--- src/verilog/conv_pkg.sv ---
// Convolution engine shared types
`default_nettype none

package conv_pkg;

    // Fixed-point format and window geometry
    localparam int WEIGHT_Q_SHIFT = 6;
    localparam int KERNEL_SIZE = 3;

    typedef logic [7:0] pixel_t;
    // Unsigned Q2.6
    typedef logic [7:0] weight_t;
    typedef logic [3:0] weight_idx_t;
    typedef logic [7:0] apb_addr_t;
    typedef logic [31:0] apb_data_t;

    // Indexed [ky][kx], row 0 is the oldest
    typedef pixel_t [KERNEL_SIZE-1:0][KERNEL_SIZE-1:0] window_t;
    typedef weight_t [KERNEL_SIZE-1:0][KERNEL_SIZE-1:0] weights_t;

    typedef struct packed {
        logic   valid;
        pixel_t data;
    } pixel_stream_t;

    typedef struct packed {
        logic      psel;
        logic      penable;
        logic      pwrite;
        apb_addr_t paddr;
        apb_data_t pwdata;
    } apb_req_t;

    typedef struct packed {
        apb_data_t prdata;
        logic      pready;
        logic      pslverr;
    } apb_rsp_t;

    typedef enum logic [1:0] {
        S_GET_ROW,
        S_CALC_WAIT,
        S_CALC,
        S_WAIT_READ
    } ctrl_state_t;

endpackage

`default_nettype wire

--- src/verilog/weight_regs.sv ---
// APB kernel weight registers
`default_nettype none

module weight_regs (
    input  logic               clock_i,
    input  logic               reset_i,
    input  conv_pkg::apb_req_t apb_i,
    output conv_pkg::apb_rsp_t apb_o,
    output conv_pkg::weights_t weights_o
);
    localparam int NUM_WEIGHTS = conv_pkg::KERNEL_SIZE * conv_pkg::KERNEL_SIZE;

    conv_pkg::weight_t [NUM_WEIGHTS-1:0] weight_q;
    conv_pkg::weight_idx_t               idx;
    logic                                access;
    logic                                addr_ok;

    // One weight per 32-bit word slot
    assign idx = apb_i.paddr[5:2];
    assign addr_ok = (apb_i.paddr[7:6] == 2'b00) && (apb_i.paddr[1:0] == 2'b00)
                     && (idx < conv_pkg::weight_idx_t'(NUM_WEIGHTS));
    assign access = apb_i.psel && apb_i.penable;

    always_ff @(posedge clock_i) begin
        if (reset_i) begin
            weight_q <= '0;
        end else if (access && apb_i.pwrite && addr_ok) begin
            weight_q[idx] <= apb_i.pwdata[7:0];
        end
    end

    // Zero wait states, bad addresses flagged in the access phase
    always_comb begin
        apb_o.pready = access;
        apb_o.pslverr = access && !addr_ok;
        apb_o.prdata = '0;
        if (access && !apb_i.pwrite && addr_ok) begin
            apb_o.prdata = conv_pkg::apb_data_t'(weight_q[idx]);
        end
    end

    // Register ky*3+kx lands at [ky][kx]
    always_comb begin
        for (int ky = 0; ky < conv_pkg::KERNEL_SIZE; ky++) begin
            for (int kx = 0; kx < conv_pkg::KERNEL_SIZE; kx++) begin
                weights_o[ky][kx] = weight_q[ky * conv_pkg::KERNEL_SIZE + kx];
            end
        end
    end
endmodule

`default_nettype wire

--- src/verilog/row_deserializer.sv ---
// Serial pixel to row gatherer
`default_nettype none

module row_deserializer #(
    parameter int IMAGE_WIDTH = 8
) (
    input  logic                               clock_i,
    input  logic                               reset_i,
    input  conv_pkg::pixel_stream_t            pixel_i,
    output logic                               upstream_stall_o,
    output conv_pkg::pixel_t [IMAGE_WIDTH-1:0] row_o,
    output logic                               row_valid_o,
    input  logic                               row_accept_i
);
    localparam int CNT_W = $clog2(IMAGE_WIDTH + 1);

    conv_pkg::pixel_t [IMAGE_WIDTH-1:0] row_q;
    logic [CNT_W-1:0]                   count_q;
    logic                               full;
    logic                               take;

    assign full = (count_q == CNT_W'(IMAGE_WIDTH));
    assign take = pixel_i.valid && !full;

    // First pixel of the row ends up in column 0
    always_ff @(posedge clock_i) begin
        if (take) begin
            row_q <= {pixel_i.data, row_q[IMAGE_WIDTH-1:1]};
        end
    end

    always_ff @(posedge clock_i) begin
        if (reset_i) begin
            count_q <= '0;
        end else if (full && row_accept_i) begin
            count_q <= '0;
        end else if (take) begin
            count_q <= count_q + 1'b1;
        end
    end

    assign row_o = row_q;
    assign row_valid_o = full;
    // Hold off the source until the controller takes the row
    assign upstream_stall_o = full;
endmodule

`default_nettype wire

--- src/verilog/window_buffer.sv ---
// Three-row rotating window buffer
`default_nettype none

module window_buffer #(
    parameter int IMAGE_WIDTH = 8
) (
    input  logic                               clock_i,
    input  logic                               reset_i,
    input  conv_pkg::pixel_t [IMAGE_WIDTH-1:0] row_i,
    input  logic                               shift_vert_i,
    input  logic                               shift_horiz_i,
    output conv_pkg::window_t                  window_o
);
    localparam int KSIZE = conv_pkg::KERNEL_SIZE;

    // Row 0 is the oldest, row KSIZE-1 the newest
    conv_pkg::pixel_t [KSIZE-1:0][IMAGE_WIDTH-1:0] rows_q;

    always_ff @(posedge clock_i) begin
        if (reset_i) begin
            rows_q <= '0;
        end else if (shift_vert_i) begin
            // Oldest row drops out
            for (int r = 0; r < KSIZE - 1; r++) begin
                rows_q[r] <= rows_q[r+1];
            end
            rows_q[KSIZE-1] <= row_i;
        end else if (shift_horiz_i) begin
            // Rotate left, column 0 wraps to the end
            for (int r = 0; r < KSIZE; r++) begin
                rows_q[r] <= {rows_q[r][0], rows_q[r][IMAGE_WIDTH-1:1]};
            end
        end
    end

    // Window taps are the first KSIZE columns of every row
    always_comb begin
        for (int ky = 0; ky < KSIZE; ky++) begin
            for (int kx = 0; kx < KSIZE; kx++) begin
                window_o[ky][kx] = rows_q[ky][kx];
            end
        end
    end
endmodule

`default_nettype wire

--- src/verilog/conv_kernel.sv ---
// Nine-tap fixed-point MAC
`default_nettype none

module conv_kernel (
    input  logic               clock_i,
    input  conv_pkg::window_t  window_i,
    input  conv_pkg::weights_t weights_i,
    output conv_pkg::pixel_t   result_o
);
    localparam int KSIZE = conv_pkg::KERNEL_SIZE;

    // 16-bit products; nine shifted terms still fit in 16 bits
    logic [KSIZE-1:0][KSIZE-1:0][15:0] term;
    logic [15:0]                       sum;

    always_comb begin
        for (int ky = 0; ky < KSIZE; ky++) begin
            for (int kx = 0; kx < KSIZE; kx++) begin
                term[ky][kx] = (16'(window_i[ky][kx]) * 16'(weights_i[ky][kx]))
                               >> conv_pkg::WEIGHT_Q_SHIFT;
            end
        end
    end

    always_comb begin
        sum = '0;
        for (int ky = 0; ky < KSIZE; ky++) begin
            for (int kx = 0; kx < KSIZE; kx++) begin
                sum = sum + term[ky][kx];
            end
        end
    end

    // Low byte only, result one cycle after the window
    always_ff @(posedge clock_i) begin
        result_o <= sum[7:0];
    end
endmodule

`default_nettype wire

--- src/verilog/column_counter.sv ---
// Row fill and column position counter
`default_nettype none

module column_counter #(
    parameter int IMAGE_WIDTH = 8
) (
    input  logic                           clock_i,
    input  logic                           reset_i,
    input  logic                           count_row_i,
    input  logic                           count_col_i,
    input  logic                           clear_col_i,
    output logic                           rows_full_o,
    output logic                           last_col_o,
    output logic [$clog2(IMAGE_WIDTH)-1:0] col_idx_o
);
    localparam int KSIZE = conv_pkg::KERNEL_SIZE;
    localparam int ROW_W = $clog2(KSIZE + 1);
    localparam int COL_W = $clog2(IMAGE_WIDTH);

    logic [ROW_W-1:0] rows_q;
    logic [COL_W-1:0] col_q;

    // Saturates once the window holds KSIZE rows
    always_ff @(posedge clock_i) begin
        if (reset_i) begin
            rows_q <= '0;
        end else if (count_row_i && rows_q != ROW_W'(KSIZE)) begin
            rows_q <= rows_q + 1'b1;
        end
    end

    always_ff @(posedge clock_i) begin
        if (reset_i || clear_col_i) begin
            col_q <= '0;
        end else if (count_col_i) begin
            col_q <= last_col_o ? '0 : col_q + 1'b1;
        end
    end

    // Counts the row being taken this cycle as well
    assign rows_full_o = (rows_q == ROW_W'(KSIZE))
                         || (count_row_i && rows_q == ROW_W'(KSIZE - 1));
    assign last_col_o = (col_q == COL_W'(IMAGE_WIDTH - 1));
    assign col_idx_o = col_q;
endmodule

`default_nettype wire

--- src/verilog/row_controller.sv ---
// Row sequencing FSM
`default_nettype none

module row_controller (
    input  logic clock_i,
    input  logic reset_i,
    input  logic row_valid_i,
    output logic row_accept_o,
    output logic shift_vert_o,
    output logic shift_horiz_o,
    output logic count_row_o,
    output logic count_col_o,
    output logic clear_col_o,
    input  logic rows_full_i,
    input  logic last_col_i,
    output logic pixel_write_o,
    output logic row_load_o,
    input  logic serializer_busy_i
);
    conv_pkg::ctrl_state_t state_q;
    conv_pkg::ctrl_state_t next_state;

    always_comb begin
        next_state = state_q;
        row_accept_o = 1'b0;
        shift_vert_o = 1'b0;
        shift_horiz_o = 1'b0;
        count_row_o = 1'b0;
        count_col_o = 1'b0;
        clear_col_o = 1'b0;
        pixel_write_o = 1'b0;
        row_load_o = 1'b0;
        case (state_q)
            conv_pkg::S_GET_ROW: begin
                if (row_valid_i) begin
                    row_accept_o = 1'b1;
                    shift_vert_o = 1'b1;
                    count_row_o = 1'b1;
                    // Start computing once the window is complete
                    if (rows_full_i) begin
                        clear_col_o = 1'b1;
                        next_state = conv_pkg::S_CALC_WAIT;
                    end
                end
            end
            conv_pkg::S_CALC_WAIT: begin
                // Kernel register catches up with the buffer
                next_state = conv_pkg::S_CALC;
            end
            conv_pkg::S_CALC: begin
                pixel_write_o = 1'b1;
                shift_horiz_o = 1'b1;
                count_col_o = 1'b1;
                next_state = last_col_i ? conv_pkg::S_WAIT_READ : conv_pkg::S_CALC_WAIT;
            end
            conv_pkg::S_WAIT_READ: begin
                // Previous row must finish streaming out
                if (!serializer_busy_i) begin
                    row_load_o = 1'b1;
                    next_state = conv_pkg::S_GET_ROW;
                end
            end
            default: begin
                next_state = conv_pkg::S_GET_ROW;
            end
        endcase
    end

    always_ff @(posedge clock_i) begin
        if (reset_i) begin
            state_q <= conv_pkg::S_GET_ROW;
        end else begin
            state_q <= next_state;
        end
    end
endmodule

`default_nettype wire

--- src/verilog/row_serializer.sv ---
// Output row to serial pixel stream
`default_nettype none

module row_serializer #(
    parameter int IMAGE_WIDTH = 8
) (
    input  logic                           clock_i,
    input  logic                           reset_i,
    input  logic                           pixel_write_i,
    input  logic [$clog2(IMAGE_WIDTH)-1:0] col_idx_i,
    input  conv_pkg::pixel_t               result_i,
    input  logic                           row_load_i,
    output logic                           busy_o,
    output conv_pkg::pixel_stream_t        pixel_o,
    input  logic                           downstream_stall_i
);
    localparam int CNT_W = $clog2(IMAGE_WIDTH + 1);

    conv_pkg::pixel_t [IMAGE_WIDTH-1:0] row_q;
    conv_pkg::pixel_t [IMAGE_WIDTH-1:0] shift_q;
    logic [CNT_W-1:0]                   left_q;
    logic                               send;

    assign send = busy_o && !downstream_stall_i;

    // Row under construction, filled column by column
    always_ff @(posedge clock_i) begin
        if (pixel_write_i) begin
            row_q[col_idx_i] <= result_i;
        end
    end

    always_ff @(posedge clock_i) begin
        if (row_load_i) begin
            shift_q <= row_q;
        end else if (send) begin
            shift_q <= {shift_q[0], shift_q[IMAGE_WIDTH-1:1]};
        end
    end

    always_ff @(posedge clock_i) begin
        if (reset_i) begin
            left_q <= '0;
        end else if (row_load_i) begin
            left_q <= CNT_W'(IMAGE_WIDTH);
        end else if (send) begin
            left_q <= left_q - 1'b1;
        end
    end

    // Busy until the last pixel has been taken
    assign busy_o = (left_q != '0);
    assign pixel_o.valid = busy_o;
    assign pixel_o.data = shift_q[0];
endmodule

`default_nettype wire

--- src/verilog/conv_top.sv ---
// 3x3 convolution engine top
`default_nettype none

module conv_top #(
    parameter int IMAGE_WIDTH = 8
) (
    input  logic                    clock_i,
    input  logic                    reset_i,
    input  conv_pkg::pixel_stream_t in_pixel_i,
    output logic                    upstream_stall_o,
    output conv_pkg::pixel_stream_t out_pixel_o,
    input  logic                    downstream_stall_i,
    input  conv_pkg::apb_req_t      apb_i,
    output conv_pkg::apb_rsp_t      apb_o
);
    localparam int COL_W = $clog2(IMAGE_WIDTH);

    conv_pkg::weights_t                 weights;
    conv_pkg::pixel_t [IMAGE_WIDTH-1:0] in_row;
    conv_pkg::window_t                  window;
    conv_pkg::pixel_t                   result;
    logic                               row_valid;
    logic                               row_accept;
    logic                               shift_vert;
    logic                               shift_horiz;
    logic                               count_row;
    logic                               count_col;
    logic                               clear_col;
    logic                               rows_full;
    logic                               last_col;
    logic [COL_W-1:0]                   col_idx;
    logic                               pixel_write;
    logic                               row_load;
    logic                               serializer_busy;

    weight_regs weights0 (
        .clock_i(clock_i), .reset_i(reset_i),
        .apb_i(apb_i), .apb_o(apb_o), .weights_o(weights)
    );

    row_deserializer #(.IMAGE_WIDTH(IMAGE_WIDTH)) deser0 (
        .clock_i(clock_i), .reset_i(reset_i),
        .pixel_i(in_pixel_i), .upstream_stall_o(upstream_stall_o),
        .row_o(in_row), .row_valid_o(row_valid), .row_accept_i(row_accept)
    );

    window_buffer #(.IMAGE_WIDTH(IMAGE_WIDTH)) buffer0 (
        .clock_i(clock_i), .reset_i(reset_i), .row_i(in_row),
        .shift_vert_i(shift_vert), .shift_horiz_i(shift_horiz), .window_o(window)
    );

    conv_kernel kernel0 (
        .clock_i(clock_i), .window_i(window), .weights_i(weights), .result_o(result)
    );

    column_counter #(.IMAGE_WIDTH(IMAGE_WIDTH)) counter0 (
        .clock_i(clock_i), .reset_i(reset_i),
        .count_row_i(count_row), .count_col_i(count_col), .clear_col_i(clear_col),
        .rows_full_o(rows_full), .last_col_o(last_col), .col_idx_o(col_idx)
    );

    row_controller ctrl0 (
        .clock_i(clock_i), .reset_i(reset_i),
        .row_valid_i(row_valid), .row_accept_o(row_accept),
        .shift_vert_o(shift_vert), .shift_horiz_o(shift_horiz),
        .count_row_o(count_row), .count_col_o(count_col), .clear_col_o(clear_col),
        .rows_full_i(rows_full), .last_col_i(last_col),
        .pixel_write_o(pixel_write), .row_load_o(row_load),
        .serializer_busy_i(serializer_busy)
    );

    row_serializer #(.IMAGE_WIDTH(IMAGE_WIDTH)) ser0 (
        .clock_i(clock_i), .reset_i(reset_i),
        .pixel_write_i(pixel_write), .col_idx_i(col_idx), .result_i(result),
        .row_load_i(row_load), .busy_o(serializer_busy),
        .pixel_o(out_pixel_o), .downstream_stall_i(downstream_stall_i)
    );
endmodule

`default_nettype wire

--- config.mk ---
export PLATFORM = sky130hd
export DESIGN_NAME = conv_top
export DESIGN_NICKNAME = d
export VERILOG_FILES = /design/src/verilog/conv_pkg.sv /design/src/verilog/weight_regs.sv /design/src/verilog/row_deserializer.sv /design/src/verilog/window_buffer.sv /design/src/verilog/conv_kernel.sv /design/src/verilog/column_counter.sv /design/src/verilog/row_controller.sv /design/src/verilog/row_serializer.sv /design/src/verilog/conv_top.sv
export SDC_FILE = /design/constraint.sdc
export NUM_CORES = 2
export LEC_CHECK = 0
export BUFFER_PORTS_ARGS = -buffer_cell sky130_fd_sc_hd__buf_2
export CORE_MARGIN = 2
export CORE_UTILIZATION = 46
export DETAILED_ROUTE_END_ITERATION = 10
export PLACE_DENSITY = 0.73
export SLEW_MARGIN = 20
export SYNTH_ARGS = -nofsm -noshare
export SYNTH_HDL_FRONTEND = slang
export SYNTH_HIERARCHICAL = 1
export SYNTH_SLANG_ARGS = --single-unit
--- constraint.sdc ---
create_clock -name clock_i -period 20.4 [get_ports clock_i]
set_input_delay 0 -clock clock_i [delete_from_list [all_inputs] [get_ports clock_i]]
set_output_delay 0 -clock clock_i [all_outputs]
set_load 0.02 [all_outputs]
==> qor.yml <==
run_status:
  status: "completed"
final_layout:
  fillCellCount: 7335
  final_cell_area_sq_um: 40000
  final_cells: 4650
  drive_gt1_share_pct: 7.46
  synthToLayoutAreaGrowth_pct: 5.72
  nets: 4193
detailed_routing:
  drt_iter0_markers: 1933
  vias_per_cell: 5.43
  ant_nets: 0
  wl_per_cell_um: 19.4
  wl_um: 90400
  first_pass_iters: 5
  route.detailed.drc: 0
  num_vias: 25200
cts:
  cts_buffers: 50
  cts-root-buf: "clkbuf_16"
  cts_setup_buffers: 0
  clk_pin_slew_ns: 0.07
  cts.sinks: 479
  ctsLongestPathBuffers: 3
  worstSkewPairLatency_ns: 0.62
  cts_tree: "yes"
  htreeDepth: 2
sta:
  hold_violations: 0
  fin_crit_sh_pct: 47.7
  max_slew_margin_pct: 23.3
  rsz0062_at_grt: "no"
  period_needed_ns: 9.73
  max_freq_ghz: 0.103
  tns_ns: 0
  slew_viol_final: 0
  worstMarginPinSlew_ns: 1.15
  finalSetupViolCount: 0
  skew_ns: 0.0233
placed_design:
  portBuffers: 50
  dpl.hpwl_um: 65200
  globalplace.congestion: 0.919
  post_dp_cell_area_sq_um: 38100
  dp.cells: 4534
power:
  ir_worst_vdd_mv: 0.0661
  p_int_uw: 1670
  clockPowerShare_pct: 43.4
  comb_power_share_pct: 6.5
  netSwitchingFraction_pct: 24.1
  p_sw_uw: 530
  seqPwrFrac_pct: 50.1
  leakagePower_uw: 0.0171
  powerDensity_nw_per_um2: 55.0
setup_path:
  slowest_stage: "dfxtp_1"
  cpMostUsedCell: "inv_1"
  start_kind: "flip-flop"
  crit_arrival_ns: 10.17
  crit_type: "reg -> reg"
  crit_path_end_kind: "flip-flop"
  critPathMaxStageDelay_ns: 0.78
  worst_ep_required_time_ns: 20.84
  worstPathMaxFanout: 10
logic_synthesis:
  synth_area_sq_um: 37900
  yosys_register_bits: 479
  synth_area_leaders: "fa_1 (19%), edfxtp_1 (15%), dfxtp_1 (15%), ha_1 (8.3%), mux2i_1 (7.5%)"
  ys.flop_type: "dfxtp_1"
  async_flop_share_pct: 0
  syn_area_per_cell_sq_um: 10.5
  yosys.area.top_type: "fa_1"
  synth_cell_types: 83
  yosysWarningCount: 6
  synth_edf_count: 192
  ys_seq_area_share_pct: 30.4
  synth_cells: 3605
  synth_top_area_share_pct: 18.6
floorplan:
  core-area_sq_um: 81800
  start_util_pct: 46.3
  die_y_um: 291
  die_w_um: 291
  die_area_sq_um: 84700
  pin_count: 99
  row_count: 105
global_route:
  antenna_found_initial: 2
  overflow: 0
  grt_pass1_wl_um: 146000
  first_global_vias: 26000
  grt_max_degree: 105
  grt_usage_pct: 21.6
min_path:
  worstHoldPathType: "in -> reg"
run:
  cap_violations: 0
## cell families after synthesis
group,synth area share [%]
AO/OA/AOI/OAI,6.16
flip-flops,30.4
multiplexers,9.86
AND/OR/NAND/NOR,14.7
XOR/XNOR,2.97
other,0.00990
adder cells (fa/ha/maj),26.8
buffers and inverters,9.11
## state kept, by name, summed over array words and instances, names as in the netlist
register	cells
ser0/shift_q	56
weights0/weights_o	72
buffer0/window_o	72
ctrl0/state_q	2
kernel0/result_o	8
deser0/count_q	4
ser0/left_q	4
counter0/rows_q	2
counter0/col_idx_o	3
ser0/pixel_o	8
ser0/row_q	64
buffer0/rows_q	120
deser0/row_o	64
## path summary, 6_finish.rpt
kind                        startpoint                endpoint  slack [ns]  cells past startpoint
setup / recovery  buffer0/window_o[48]     kernel0/result_o[7]       10.67                     35
hold reg to reg       deser0/row_o[38]        deser0/row_o[30]        0.45                      0
hold / removal               apb_i[38]  weights0/weights_o[33]        0.03                      5
setup reg to reg  buffer0/window_o[48]     kernel0/result_o[7]       10.67                     35
## worst max-delay path: cells and delay by family (launching register included)
family | cells | cell delay (ns)
simple gates | 6 | 0.86
buf+inv | 7 | 0.37
xor+xnor | 6 | 2.30
flops | 1 | 0.78
fa+ha+maj | 10 | 3.87
compound gates | 6 | 1.37
## final cells by class
class                           count  area, sq um  share of cell area (%)
Multi-Input combinational cell   2437        23000                    57.5
Antenna cell                        1         2.50                 0.00625
Clock inverter                     25          259                   0.647
Clock buffer                       69         1470                    3.66
Tap cell                         1070         1340                    3.34
Timing Repair Buffer               92          628                    1.57
Inverter                          477         1800                    4.48
Sequential cell                   479        11500                    28.7
## through the flow
step	hold WS (ns)	power [uW]	worst slack, ns	utilization, %
after floorplan	0.0624	1230	12.18	-
after global placement	0.179	1260	10.96	46.6
after detailed placement	0.179	1270	10.82	46.6
after CTS	0.0100	2220	10.79	48.9
after global routing	0.0621	2270	10.38	48.9
final	0.0348	2200	10.67	48.9
## layout by cell type, fill, tap and decap left out, drive strengths merged, types with 136 or more instances in the layout
master,n
nor2,136
edfxtp,192
ha,250
inv,484
nand2,227
nor2b,210
a211oi,204
mux2i,283
dfxtp,287
and2,336
fa,351
## cell usage after synthesis, drive strengths merged (4+ instances only)
cell,instances
a221oi,8
a21oi,32
and2,336
nand2b,13
or3,7
edfxtp,192
a211oi,204
o21a,6
o31a,4
nand4,6
mux2i,283
and3,5
nor2,136
dfxtp,287
mux4,8
nor2b,210
buf,158
ha,250
o21ai,19
nor3,36
and4b,4
mux2,64
a21o,12
inv,476
fa,351
o41ai,4
nand4b,6
xnor2,87
nand3,13
nand2,227
xor2,33
clkbuf,77
## metal layers
layer	up-vias	part of all wire [%]	GRT usage [%]
li1	11600	-	-
met1	12600	43	28.8
met2	771	46	34.7
met3	202	6.8	3.96
met4	2	4.4	8.88
met5	-	0.014	0
## power by group through the flow
stage / logic [uW] / registers, uW / clock network, uW
global route: 156 / 1110 / 1010
global placement: 138 / 1120 / 0
detailed placement: 143 / 1120 / 0
finish: 143 / 1100 / 956
floorplan: 115 / 1120 / 0
CTS: 145 / 1100 / 974
## what timing repair did
| item | CTS | global route |
|---|---|---|
| hold endpoints to repair | 107 | 0 |
| hold buffers | 21 | 0 |
| resized for setup | 0 | 0 |
Power figures use the tool's default switching activity.
